File: src/common/profiler_defs.svh
// widths, opcodes, configuration map and stack depth, included by the package and the RTL
`ifndef PROFILER_DEFS_SVH
`define PROFILER_DEFS_SVH

// function number, also the hash output and the counter index
`define FUNC_W 8

// stack entries above the root function
`define STACK_DEPTH 16

// configuration port
`define CFG_ADDR_W 7
`define CFG_V1_ADDR 7'd0
`define CFG_SHIFT_ADDR 7'd1
// set for table writes, low six bits give the table word
`define CFG_TAB_BIT 6

// instruction decode
`define OPC_CALL 6'b000011
`define INSTR_RET 32'h03E00008

`endif

File: src/common/profiler_pkg.sv
// shared types of the function profiler, imported by every RTL block and the testbench
`default_nettype none

package profiler_pkg;

	`include "profiler_defs.svh"

	typedef logic [31:0] pc_t;                // instruction address
	typedef logic [31:0] instr_t;             // raw instruction word
	typedef logic [`FUNC_W-1:0] func_num_t;   // hashed function number
	typedef logic [31:0] count_t;             // per-function instruction count

	// 0..16, root only at 0
	typedef logic [4:0] stack_ptr_t;

	// configuration port
	typedef logic [`CFG_ADDR_W-1:0] cfg_addr_t;
	typedef logic [31:0] cfg_data_t;
	typedef logic [7:0] hash_param_t;         // shift amount or mask

	// trace handshake FSM
	typedef enum logic [0:0] {
		DEC_IDLE,
		DEC_ACK
	} dec_state_t;

endpackage

`default_nettype wire

File: src/verilog/trace_decoder.sv
// four-phase trace receiver, turns each accepted instruction into call, return and count strobes
`timescale 1ns/1ns
`include "profiler_defs.svh"
`default_nettype none

module trace_decoder (
	input wire clk,
	input wire reset,

	input wire trace_req,
	input wire profiler_pkg::pc_t trace_pc,
	input wire profiler_pkg::instr_t trace_instr,
	output logic trace_ack,

	output logic call_strobe,
	output logic retn_strobe,
	output logic cnt_strobe,
	output profiler_pkg::pc_t call_target
);

	import profiler_pkg::*;

	dec_state_t state;

	logic is_call;
	logic is_retn;

	assign is_call = (trace_instr[31:26] == `OPC_CALL);
	assign is_retn = (trace_instr == `INSTR_RET);

	// ack follows the state, high for the whole acknowledged phase
	assign trace_ack = (state == DEC_ACK);

	always_ff @(posedge clk) begin
		if (reset) begin
			state <= DEC_IDLE;
			call_strobe <= 1'b0;
			retn_strobe <= 1'b0;
			cnt_strobe <= 1'b0;
		end else begin
			// strobes are single pulses
			call_strobe <= 1'b0;
			retn_strobe <= 1'b0;
			cnt_strobe <= 1'b0;
			case (state)
				DEC_IDLE: begin
					if (trace_req) begin
						state <= DEC_ACK;
						cnt_strobe <= 1'b1;     // every instruction counts
						call_strobe <= is_call;
						retn_strobe <= is_retn;
					end
				end
				DEC_ACK: begin
					if (!trace_req)
						state <= DEC_IDLE;      // source released, drop ack
				end
				default: state <= DEC_IDLE;
			endcase
		end
	end

	// jump target, region bits of pc plus word index of the instruction
	always_ff @(posedge clk) begin
		if (state == DEC_IDLE && trace_req)
			call_target <= {trace_pc[31:28], trace_instr[25:0], 2'b00};
	end

endmodule

`default_nettype wire

File: config.mk
export PLATFORM = sky130hd
export DESIGN_NAME = trace_decoder
export DESIGN_NICKNAME = d
export VERILOG_FILES = /design/src/common/profiler_pkg.sv /design/src/verilog/trace_decoder.sv
export VERILOG_INCLUDE_DIRS = /design/src /design/src/common
export SDC_FILE = /design/constraint.sdc
export NUM_CORES = 1
export LEC_CHECK = 0
export BUFFER_PORTS_ARGS = -buffer_cell sky130_fd_sc_hd__buf_2
export CAP_MARGIN = 40
export CELL_PAD_IN_SITES_DETAIL_PLACEMENT = 1
export CELL_PAD_IN_SITES_GLOBAL_PLACEMENT = 1
export CORE_ASPECT_RATIO = 1.75
export CORE_MARGIN = 8
export CORE_UTILIZATION = 26
export DETAILED_ROUTE_END_ITERATION = 7
export HOLD_SLACK_MARGIN = 0.15
export PLACE_DENSITY = 0.78
export SYNTH_ARGS = -nofsm -noshare
export SYNTH_HDL_FRONTEND = slang
export SYNTH_SLANG_ARGS = --single-unit
File: constraint.sdc
create_clock -name clk -period 3.1 [get_ports clk]
set_input_delay 0.62 -clock clk [delete_from_list [all_inputs] [get_ports clk]]
set_output_delay 0.62 -clock clk [all_outputs]
set_load 0.05 [all_outputs]
==> out/results.txt <==
Outcome = finished clean
Worst Skew = 4.81 ps
# hold bufs at CTS = 0
RSZ-0062 raised after global routing = false
Slowest stage delay, CP = 510 ps
Finished Layout Cells = 183
Commonest non-fill, non-tap cell in the layout = buf_2
Setup TNS = 0 ps
Area leader, netlist = edfxtp_1
Longest Clk Path Bufs = 2
Min Tclk post-route = 1620 ps
HP Class = flip-flop to flip-flop
Yosys reg bits = 34
First-pass GRT wire length = 4.36 mm
Clock transition at the registers of the reported paths = 60 ps
Post-synthesis mux area share = 0%
Yosys top cell area share = 80.4%
Synth warn = 0
Post-cts repair resize count = 0
Detail Route Antenna Nets = 0
Top post-synthesis cells by area = edfxtp_1 80%, dfxtp_1 7.2%, nor4_1 2.8%
Static Leak = 0.699 nW
P&R area growth vs syn = 47.3%
CTS root buf = clkbuf_8
Placed wire-length estimate = 2.57 mm
Worst slew pin tran = 592 ps
ANT cells = 0
Die ar. = 6750 sq um
Nets = 200
Arr. time, crit path = 1580 ps
Crit end category = flip-flop
Ratio of cells with drive above 1 in the final layout = 63.4%
Vias in the first global route = 932
CTS tree = done
Mapped Area = 1120 sq um
Num CTS Buffers = 5
Clk_lat worst skew = 270 ps
Compound-Gate Fraction of Synth Area = 0%
Cell row count = 31
Final period utilization = 52.2%
Largest net degree at the start of global routing = 20
Final GP Congestion = 0.748
Crit path kind = input port to flip-flop
Crit path launch type = input port
Via-per-instance ratio = 4.29
# port buffers = 72
Drt total wl = 2.92 mm
Slew margin rel. = 60.3%
CP max stage cell = nor2b_2
Pwr dens = 646 nW/um^2
Wirelength per Cell = 15.9 um
Mapped Cells = 54
Layout Utilization = 39.7%
Max Cap Viol = 0
Max Fclk = 618 MHz
Syn Area/Cell = 20.7 sq um
Synth Area in Adders = 0%
Initial core utilization = 27.0%
Post-synthesis simple-gate area fraction = 10.7%
Final-report hold violation count = 0
Die Y = 103 um
Via count = 785
Crit Path Max Fanout = 19
Max Slew Vio Count = 0
Yosys cell types = 13
H-tree depth = 2
Die width = 65.6 um
Fill cells = 451
Worst path required time = 3060 ps
Initial antenna violation count = 0
Number of I/O pins = 103
Starting DRC count in detailed routing = 12
Most frequent cells in the layout = 72 x buf_2, 30 x edfxtp_1, 5 x nor4_1, 5 x clkbuf_8, 4 x dfxtp_1
Post-synthesis xor/xnor area fraction = 0%
CP Cell Sequence = buf_2 > nor2b_2 > buf_4
Core area = 4150 sq um
Initial DRT Pass Iterations = 4
Total setup buffers inserted after CTS = 0
Worst VDD drop = 0.000383 V
GRT Total Usage = 8.78%
Clock sink count = 34
Register area share after synthesis = 87.6%
Buf/Inv on CP = 2
Placed Cells = 175
Final setup violation count = 0
Cell family with most CP delay = simple AND/OR/NAND/NOR gates
Drc violations = 0
Remaining Overflow, GRT = 0
Main combinational cell family by area after synthesis = simple AND/OR/NAND/NOR gates
cell families after synthesis:
| family | after synthesis |
|---|---|
| other cells | 1 |
| simple gates | 17 |
| buf+inv | 2 |
| flops | 34 |
worst register-to-register path: cells and delay by family (launching register included):
kind	cells	cell delay, ps
buffers and inverters	1	360
and+or+nand+nor	1	500
DFF	1	340
metal layers:
layer	GRT usage, %	part of all wire (%)	wire length, um
met1	6.89	31	900
met4	4.56	1.6	48
met3	5.33	14	401
met2	16.1	54	1570
met5	0	0	0
flip-flops by register name (all words and copies together), names as in the netlist:
register     cells
call_target     30
trace_ack        1
call_strobe      1
cnt_strobe       1
retn_strobe      1
where the power goes:
| part | internal [mW] | switching (mW) | total (mW) |
|---|---|---|---|
| clock | 0.236 | 0.146 | 0.382 |
| combinational | 0.0360 | 0.116 | 0.152 |
| sequential | 0.526 | 0.00543 | 0.531 |
| total | 0.798 | 0.267 | 1.07 |
cells in the mapped netlist (all sizes together):
cell type and n:
nor4 6, nor4b 1, nand4 2, edfxtp 30
nand2 2, conb 1, nor2b 2, buf 2
nor3b 1, dfxtp 4, nand4b 1, nor2 2
stage by stage:
stage / power (mW) / area, sq um / setup slack (ps) / hold slack (ps)
after floorplan: 0.642 / 1120 / 698 / 692
after global placement: 0.691 / 1540 / 1200 / 467
after detailed placement: 0.695 / 1540 / 1160 / 488
after CTS: 1.08 / 1650 / 1450 / 500
after global routing: 1.10 / 1650 / 1410 / 508
final: 1.07 / 1650 / 1480 / 493
area by class of cell:
type,count,area (sq um),area share [%]
sequential,34,981,59.5
timing repair buffer,73,368,22.3
multi-input combinational,19,130,7.89
clock buffer,5,68.8,4.17
tap,49,61.3,3.72
clock inverter,3,40.0,2.43
worst paths after layout:
kind | start | to | slack (ps) | cells past startpoint
setup / recovery | trace_req | call_target[10] | 1480 | 3
hold / removal | trace_ack | cnt_strobe | 490 | 1
setup reg to reg | trace_ack | call_target[10] | 1590 | 2
hold reg to reg | trace_ack | cnt_strobe | 490 | 1
Note: power is estimated with default switching activity, not from simulation.
