**config.mk**
```make
export PLATFORM = sky130hd
export DESIGN_NAME = address_hash
export DESIGN_NICKNAME = d
export VERILOG_FILES = /design/src/common/profiler_pkg.sv /design/src/address_hash/hash_table_ram.sv /design/src/address_hash/address_hash.sv
export VERILOG_INCLUDE_DIRS = /design/src /design/src/common
export SDC_FILE = /design/constraint.sdc
export NUM_CORES = 2
export LEC_CHECK = 0
export BUFFER_PORTS_ARGS = -buffer_cell sky130_fd_sc_hd__buf_2
export CAP_MARGIN = 40
export CORE_MARGIN = 2
export CORE_UTILIZATION = 25
export CTS_CLUSTER_DIAMETER = 60
export DETAILED_ROUTE_END_ITERATION = 12
export SLEW_MARGIN = 20
export SYNTH_ARGS = -nofsm -noshare
export SYNTH_HDL_FRONTEND = slang
export SYNTH_HIERARCHICAL = 1
export SYNTH_SLANG_ARGS = --single-unit
```
**constraint.sdc**
```tcl
create_clock -name clk -period 7.2 [get_ports clk]
set_clock_uncertainty 0.05 [all_clocks]
set_input_delay 1.08 -clock clk [delete_from_list [all_inputs] [get_ports clk]]
set_output_delay 1.08 -clock clk [all_outputs]
set_load 0.01 [all_outputs]
```
**src/common/profiler_defs.svh**
```systemverilog
// widths, opcodes, configuration map and stack depth, included by the package and the RTL
`ifndef PROFILER_DEFS_SVH
`define PROFILER_DEFS_SVH

// function number, also the hash output and the counter index
`define FUNC_W 8

// stack entries above the root function
`define STACK_DEPTH 16

// configuration port
`define CFG_ADDR_W 7
`define CFG_V1_ADDR 7'd0
`define CFG_SHIFT_ADDR 7'd1
// set for table writes, low six bits give the table word
`define CFG_TAB_BIT 6

// instruction decode
`define OPC_CALL 6'b000011
`define INSTR_RET 32'h03E00008

`endif

```
**src/common/profiler_pkg.sv**
```systemverilog
// shared types of the function profiler, imported by every RTL block and the testbench
`default_nettype none

package profiler_pkg;

	`include "profiler_defs.svh"

	typedef logic [31:0] pc_t;                // instruction address
	typedef logic [31:0] instr_t;             // raw instruction word
	typedef logic [`FUNC_W-1:0] func_num_t;   // hashed function number
	typedef logic [31:0] count_t;             // per-function instruction count

	// 0..16, root only at 0
	typedef logic [4:0] stack_ptr_t;

	// configuration port
	typedef logic [`CFG_ADDR_W-1:0] cfg_addr_t;
	typedef logic [31:0] cfg_data_t;
	typedef logic [7:0] hash_param_t;         // shift amount or mask

	// trace handshake FSM
	typedef enum logic [0:0] {
		DEC_IDLE,
		DEC_ACK
	} dec_state_t;

endpackage

`default_nettype wire

```
**src/address_hash/hash_table_ram.sv**
```systemverilog
// hash lookup table written as 32-bit words from the config port and read one byte at a time
`timescale 1ns/1ns
`default_nettype none

module hash_table_ram (
	input wire clk,

	input wire wr_en,
	input wire [5:0] wr_word,
	input wire profiler_pkg::cfg_data_t wr_data,

	input wire profiler_pkg::func_num_t rd_index,
	output profiler_pkg::func_num_t rd_byte
);

	import profiler_pkg::*;

	cfg_data_t mem [64];     // 64 words of four bytes
	func_num_t rd_index_q;   // registered read address
	cfg_data_t rd_word;

	always_ff @(posedge clk) begin
		if (wr_en)
			mem[wr_word] <= wr_data;
		rd_index_q <= rd_index;
	end

	// byte 4w sits in bits 7:0 of word w
	assign rd_word = mem[rd_index_q[7:2]];
	assign rd_byte = rd_word[{rd_index_q[1:0], 3'b000} +: 8];

endmodule

`default_nettype wire

```
**src/address_hash/address_hash.sv**
```systemverilog
// four-stage perfect-hash pipeline mapping call targets to function numbers, strobes delayed alongside
`timescale 1ns/1ns
`include "profiler_defs.svh"
`default_nettype none

module address_hash (
	input wire clk,
	input wire reset,

	input wire call_strobe,
	input wire retn_strobe,
	input wire cnt_strobe,
	input wire profiler_pkg::pc_t call_target,

	input wire cfg_wr_en,
	input wire profiler_pkg::cfg_addr_t cfg_wr_addr,
	input wire profiler_pkg::cfg_data_t cfg_wr_data,

	output logic func_call,
	output logic func_retn,
	output logic func_cnt,
	output profiler_pkg::func_num_t func_num
);

	import profiler_pkg::*;

	// hash parameters
	cfg_data_t v1_param;
	hash_param_t a1, a2, b1, b2;

	// strobe delay lines, bit 3 is the output
	logic [3:0] call_sr;
	logic [3:0] retn_sr;
	logic [3:0] cnt_sr;

	// datapath
	pc_t hash_addr;          // stage 1
	logic [31:0] val;        // stage 2
	logic [31:0] a_val;      // stage 3
	logic [31:0] v1_sum;
	logic [31:0] v2_sum;
	logic [31:0] val_next;
	logic [31:0] tab_idx;
	logic [31:0] a_shift;
	func_num_t tab_byte;
	logic tab_wr_en;

	always_ff @(posedge clk) begin
		if (reset) begin
			v1_param <= '0;
			{a1, a2, b1, b2} <= '0;
		end else if (cfg_wr_en && !cfg_wr_addr[`CFG_TAB_BIT]) begin
			if (cfg_wr_addr == `CFG_V1_ADDR)
				v1_param <= cfg_wr_data;
			else if (cfg_wr_addr == `CFG_SHIFT_ADDR)
				{a1, a2, b1, b2} <= cfg_wr_data;   // A1 in the top byte
		end
	end

	always_ff @(posedge clk) begin
		if (reset) begin
			call_sr <= '0;
			retn_sr <= '0;
			cnt_sr <= '0;
		end else begin
			call_sr <= {call_sr[2:0], call_strobe};
			retn_sr <= {retn_sr[2:0], retn_strobe};
			cnt_sr <= {cnt_sr[2:0], cnt_strobe};
		end
	end

	assign func_call = call_sr[3];
	assign func_retn = retn_sr[3];
	assign func_cnt = cnt_sr[3];

	// mixing step of stage 2
	assign v1_sum = hash_addr + v1_param;
	assign v2_sum = v1_sum + (v1_sum << 8);
	assign val_next = v2_sum ^ (v2_sum >> 4);

	// table index from stage 2, byte comes back with stage 3
	assign tab_idx = (val >> b1) & {24'd0, b2};
	assign a_shift = a_val >> a2;

	always_ff @(posedge clk) begin
		if (call_strobe)
			hash_addr <= {6'd0, call_target[25:0]};   // only calls move the address
		val <= val_next;
		a_val <= val + (val << a1);
		func_num <= a_shift[7:0] ^ tab_byte;
	end

	assign tab_wr_en = cfg_wr_en & cfg_wr_addr[`CFG_TAB_BIT];

	hash_table_ram u_hash_table_ram (
		.clk      (clk),
		.wr_en    (tab_wr_en),
		.wr_word  (cfg_wr_addr[5:0]),
		.wr_data  (cfg_wr_data),
		.rd_index (tab_idx[7:0]),
		.rd_byte  (tab_byte)
	);

endmodule

`default_nettype wire

```
==> results.md <==
| Quantity | This run |
|---|---|
| Status | completed |
| Element type at the critical path end | register |
| Post-Synthesis Cell Area | 0.0918 mm^2 |
| Pre-CTS setup slack | 2260 ps |
| Crit path arrival time | 5640 ps |
| First-pass detailed-route iteration total | 6 |
| Setup repair after global routing missed its margin | false |
| Part of the Yosys area used for sequential elements | 71.2% |
| Count of flip-flops with a built-in enable after synthesis | 2,074 |
| Max FO, Critical Path | 7 |
| NumNets Final | 5,480 |
| Most used DFF post-synth | edfxtp_1 |
| Final core utilization | 29.2% |
| Antenna violations before repair | 14 |
| Final critical path time including I/O delays and setup | 4980 ps |
| Num CTS Buffers | 228 |
| Final setup margin | 2220 ps |
| Post-route cell area | 0.107 mm^2 |
| Die width | 610 um |
| Fraction of registers with async set/reset | 0% |
| Syn Area/Cell | 18.0 um^2 |
| CTS tree | yes |
| Vertical extent of the die | 610 um |
| 1st-iter DRT viols | 5,493 |
| Net Count, Synth | 5,251 |
| Initial standard-cell utilization of the core | 25.1% |
| CTS root buf | clkbuf_16 |
| Worst supply voltage drop on vdd | 0.223 mV |
| Area growth from synthesis to layout | 16.4% |
| Power Density | 272 mW/mm^2 |
| Period Utilization, post-route | 69.1% |
| Data required time at the worst endpoint | 7860 ps |
| Yosys top cell by area | edfxtp_1 |
| Area of the die | 0.372 mm^2 |
| Residual DRC | 0 |
| Worst min-delay path category | in2reg |
| Count of antenna-violating nets left after detailed routing | 0 |
| I/O pin count | 88 |
| Ranking of synthesized cells by instance count | edfxtp_1 (2,074), mux4_2 (476), a21oi_1 (269) |
| Slew Limit Fails | 0 |
| Final WL | 252,000 um |
| Portion of synthesized cell area occupied by the leading cell type | 67.8% |
| Max Freq | 0.201 GHz |
| Hold violation count in the final report | 0 |
| Layout cells sized above 1 | 22.8% |
| Number of hold-repair buffers added at the cts stage | 0 |
| Total Neg Setup Slack | 0 ps |
| Number of endpoints failing setup at the final stage | 0 |
| Buffers from clock root to sink, at most | 3 |
| Number of warnings printed during yosys synthesis | 6 |
| Area of the placeable core | 0.366 mm^2 |
| Via count of the first global-routing pass | 50,300 |
| Clock Latency Late Sink | 860 ps |
| TritonCTS sink count | 2,230 |
| Overall fraction of global-route tracks in use | 13.2% |
| Buffers plus inverters on the worst setup path | 0 |
| PortBufs | 81 |
| Largest net degree at the start of global routing | 96 |
| Leak pwr | 32.4 nW |
| Leading post-synthesis cells by cell area | edfxtp_1 (68%), mux4_2 (12%), dfxtp_1 (3.4%), mux2i_1 (2.3%), a21oi_1 (1.5%) |
| WL per Instance | 24.3 um |
| Unique masters post-synth | 94 |
| Vias after detailed routing | 50,600 |
| Number of post-CTS setup repair buffers | 0 |
| Placed wire-length estimate after detailed placement | 151,000 um |
| Global-route wire length before repair | 360,000 um |
| Level count of the clock H-tree | 4 |
| Routability congestion estimate from global placement | 0.823 |
| Critical Setup Path Class | reg2reg |
| Number of instances in the synthesized netlist | 5,092 |
| Global-route congestion overflow total | 0 |
| Relative slew slack | 35.6% |
| Cells resized by post-CTS repair | 0 |
| Nature of the critical path startpoint | register |
| Total power consumption of the routed design | 29.1 mW |
| Cell area after placement | 0.0990 mm^2 |
| Slowest stage cell, crit path | a21boi_1 |
| Number of placement rows | 222 |
| Cell class contributing the biggest share of worst-path delay | compound AO/OA/AOI/OAI gates |
| Transition time at the pin with the least slew margin | 958 ps |
| Post-CTS clock slew at the launch and capture registers of the worst setup and hold paths | 60 ps |
| Number of synthesized register bits | 2,230 |
| Largest incremental delay on the critical path | 430 ps |
| MaxCap Viol Count | 0 |
| Crit-path cells | ha_1 -> a211oi_1 -> o211ai_2 -> a21boi_1 -> xnor2_1 -> ha_1 -> a21o_1 -> a21oi_1 -> nand2b_1 -> a21oi_1 -> o31ai_1 -> nor2_1 -> a311o_1 -> nand3_2 -> o31a_1 -> o21ai_0 -> and4b_1 |
| Average vias per placed instance | 4.89 |
| Most used standard cell by instance count after synthesis | edfxtp_1 |
## power breakdown
part	total, mW	internal (mW)	leakage (nW)	switching (mW)
Clock	11.7	6.59	3.65	5.08
Combinational	2.70	1.10	8.85	1.61
Sequential	14.7	14.4	20.0	0.253
## path summary, 6_finish.rpt
kind                            cells past startpoint  slack, ps                    from                      to
worst min-delay path                                1        330          call_target[4]  hash_addr[4]$_DFFE_PP_
worst max-delay path                               17       2220  hash_addr[1]$_DFFE_PP_         val[31]$_DFF_P_
worst min register to register                      1        390    cnt_sr[0]$_SDFF_PP0_    cnt_sr[1]$_SDFF_PP0_
worst max register to register                     17       2220  hash_addr[1]$_DFFE_PP_         val[31]$_DFF_P_
## sequential cells by signal (all words and copies together) (netlist names), named ones only
signal	count
u_hash_table_ram/mem	2048
a_val	32
v1_param	32
val	32
hash_addr	26
a1	8
a2	8
b1	8
b2	8
func_num	8
call_sr	4
cnt_sr	4
retn_sr	4
u_hash_table_ram/rd_index_q	2
## area by class of cell
class	instances	area [um^2]
inverters	40	150
diodes	5	12.5
fillers	35600	259000
clock inverters	132	1400
multi-input cells	2523	25100
clock buffers	299	6130
repair buffers	298	2620
flip-flops and latches	2230	65400
well taps	4816	6030
## per-stage QoR
| stage | hold WS, ps | std cells |
|---|---|---|
| 2_1_floorplan | 364 | 5092 |
| 3_3_place_gp | 381 | 9863 |
| 3_5_place_dp | 385 | 9889 |
| 4_1_cts | 276 | 10300 |
| 5_1_grt | 290 | 10300 |
| 6_report | 334 | 10300 |
## cells in the final DEF, fill, tap and decap left out, types with 12 or more instances in the layout
cell type / n
a211oi_1: 58
a21o_1: 37
a21oi_1: 269
a221oi_1: 32
a22o_1: 13
a22oi_1: 174
a31oi_1: 21
buf_12: 14
buf_16: 20
buf_2: 89
buf_4: 168
bufinv_16: 15
clkbuf_1: 59
clkbuf_16: 231
clkinv_1: 40
clkinv_2: 43
dfxtp_1: 152
edfxtp_1: 2074
ha_1: 79
inv_1: 37
mux2_2: 34
mux2i_1: 211
mux4_2: 476
nand2_1: 260
nand2b_1: 27
nand3_1: 47
nor2_1: 128
nor2_4: 64
nor2b_1: 39
nor3_1: 57
o211ai_1: 12
o21ai_0: 94
o221ai_1: 43
o22ai_1: 26
or3_1: 12
xnor2_1: 69
xor2_1: 50
## layer usage
metal / vias to the layer above / wire, um / global-route usage, %
met5: - / 0 / 0
met4: 0 / 7420 / 4.00
met3: 376 / 20100 / 2.13
met2: 2237 / 119000 / 21.3
met1: 26700 / 105000 / 18.0
li1: 21300 / - / -
## kinds of logic after synthesis
| kind of cell | count (synthesis) | synth area share (%) |
|---|---|---|
| flip-flops | 2230 | 71.2 |
| XOR/XNOR | 124 | 1.25 |
| adder cells (fa/ha/maj) | 85 | 1.17 |
| multiplexers | 721 | 14.4 |
| AO/OA/AOI/OAI | 869 | 6.36 |
| AND/OR/NAND/NOR | 724 | 3.63 |
| buffers and inverters | 339 | 1.99 |
No activity file was read; power rests on OpenSTA's default activity.
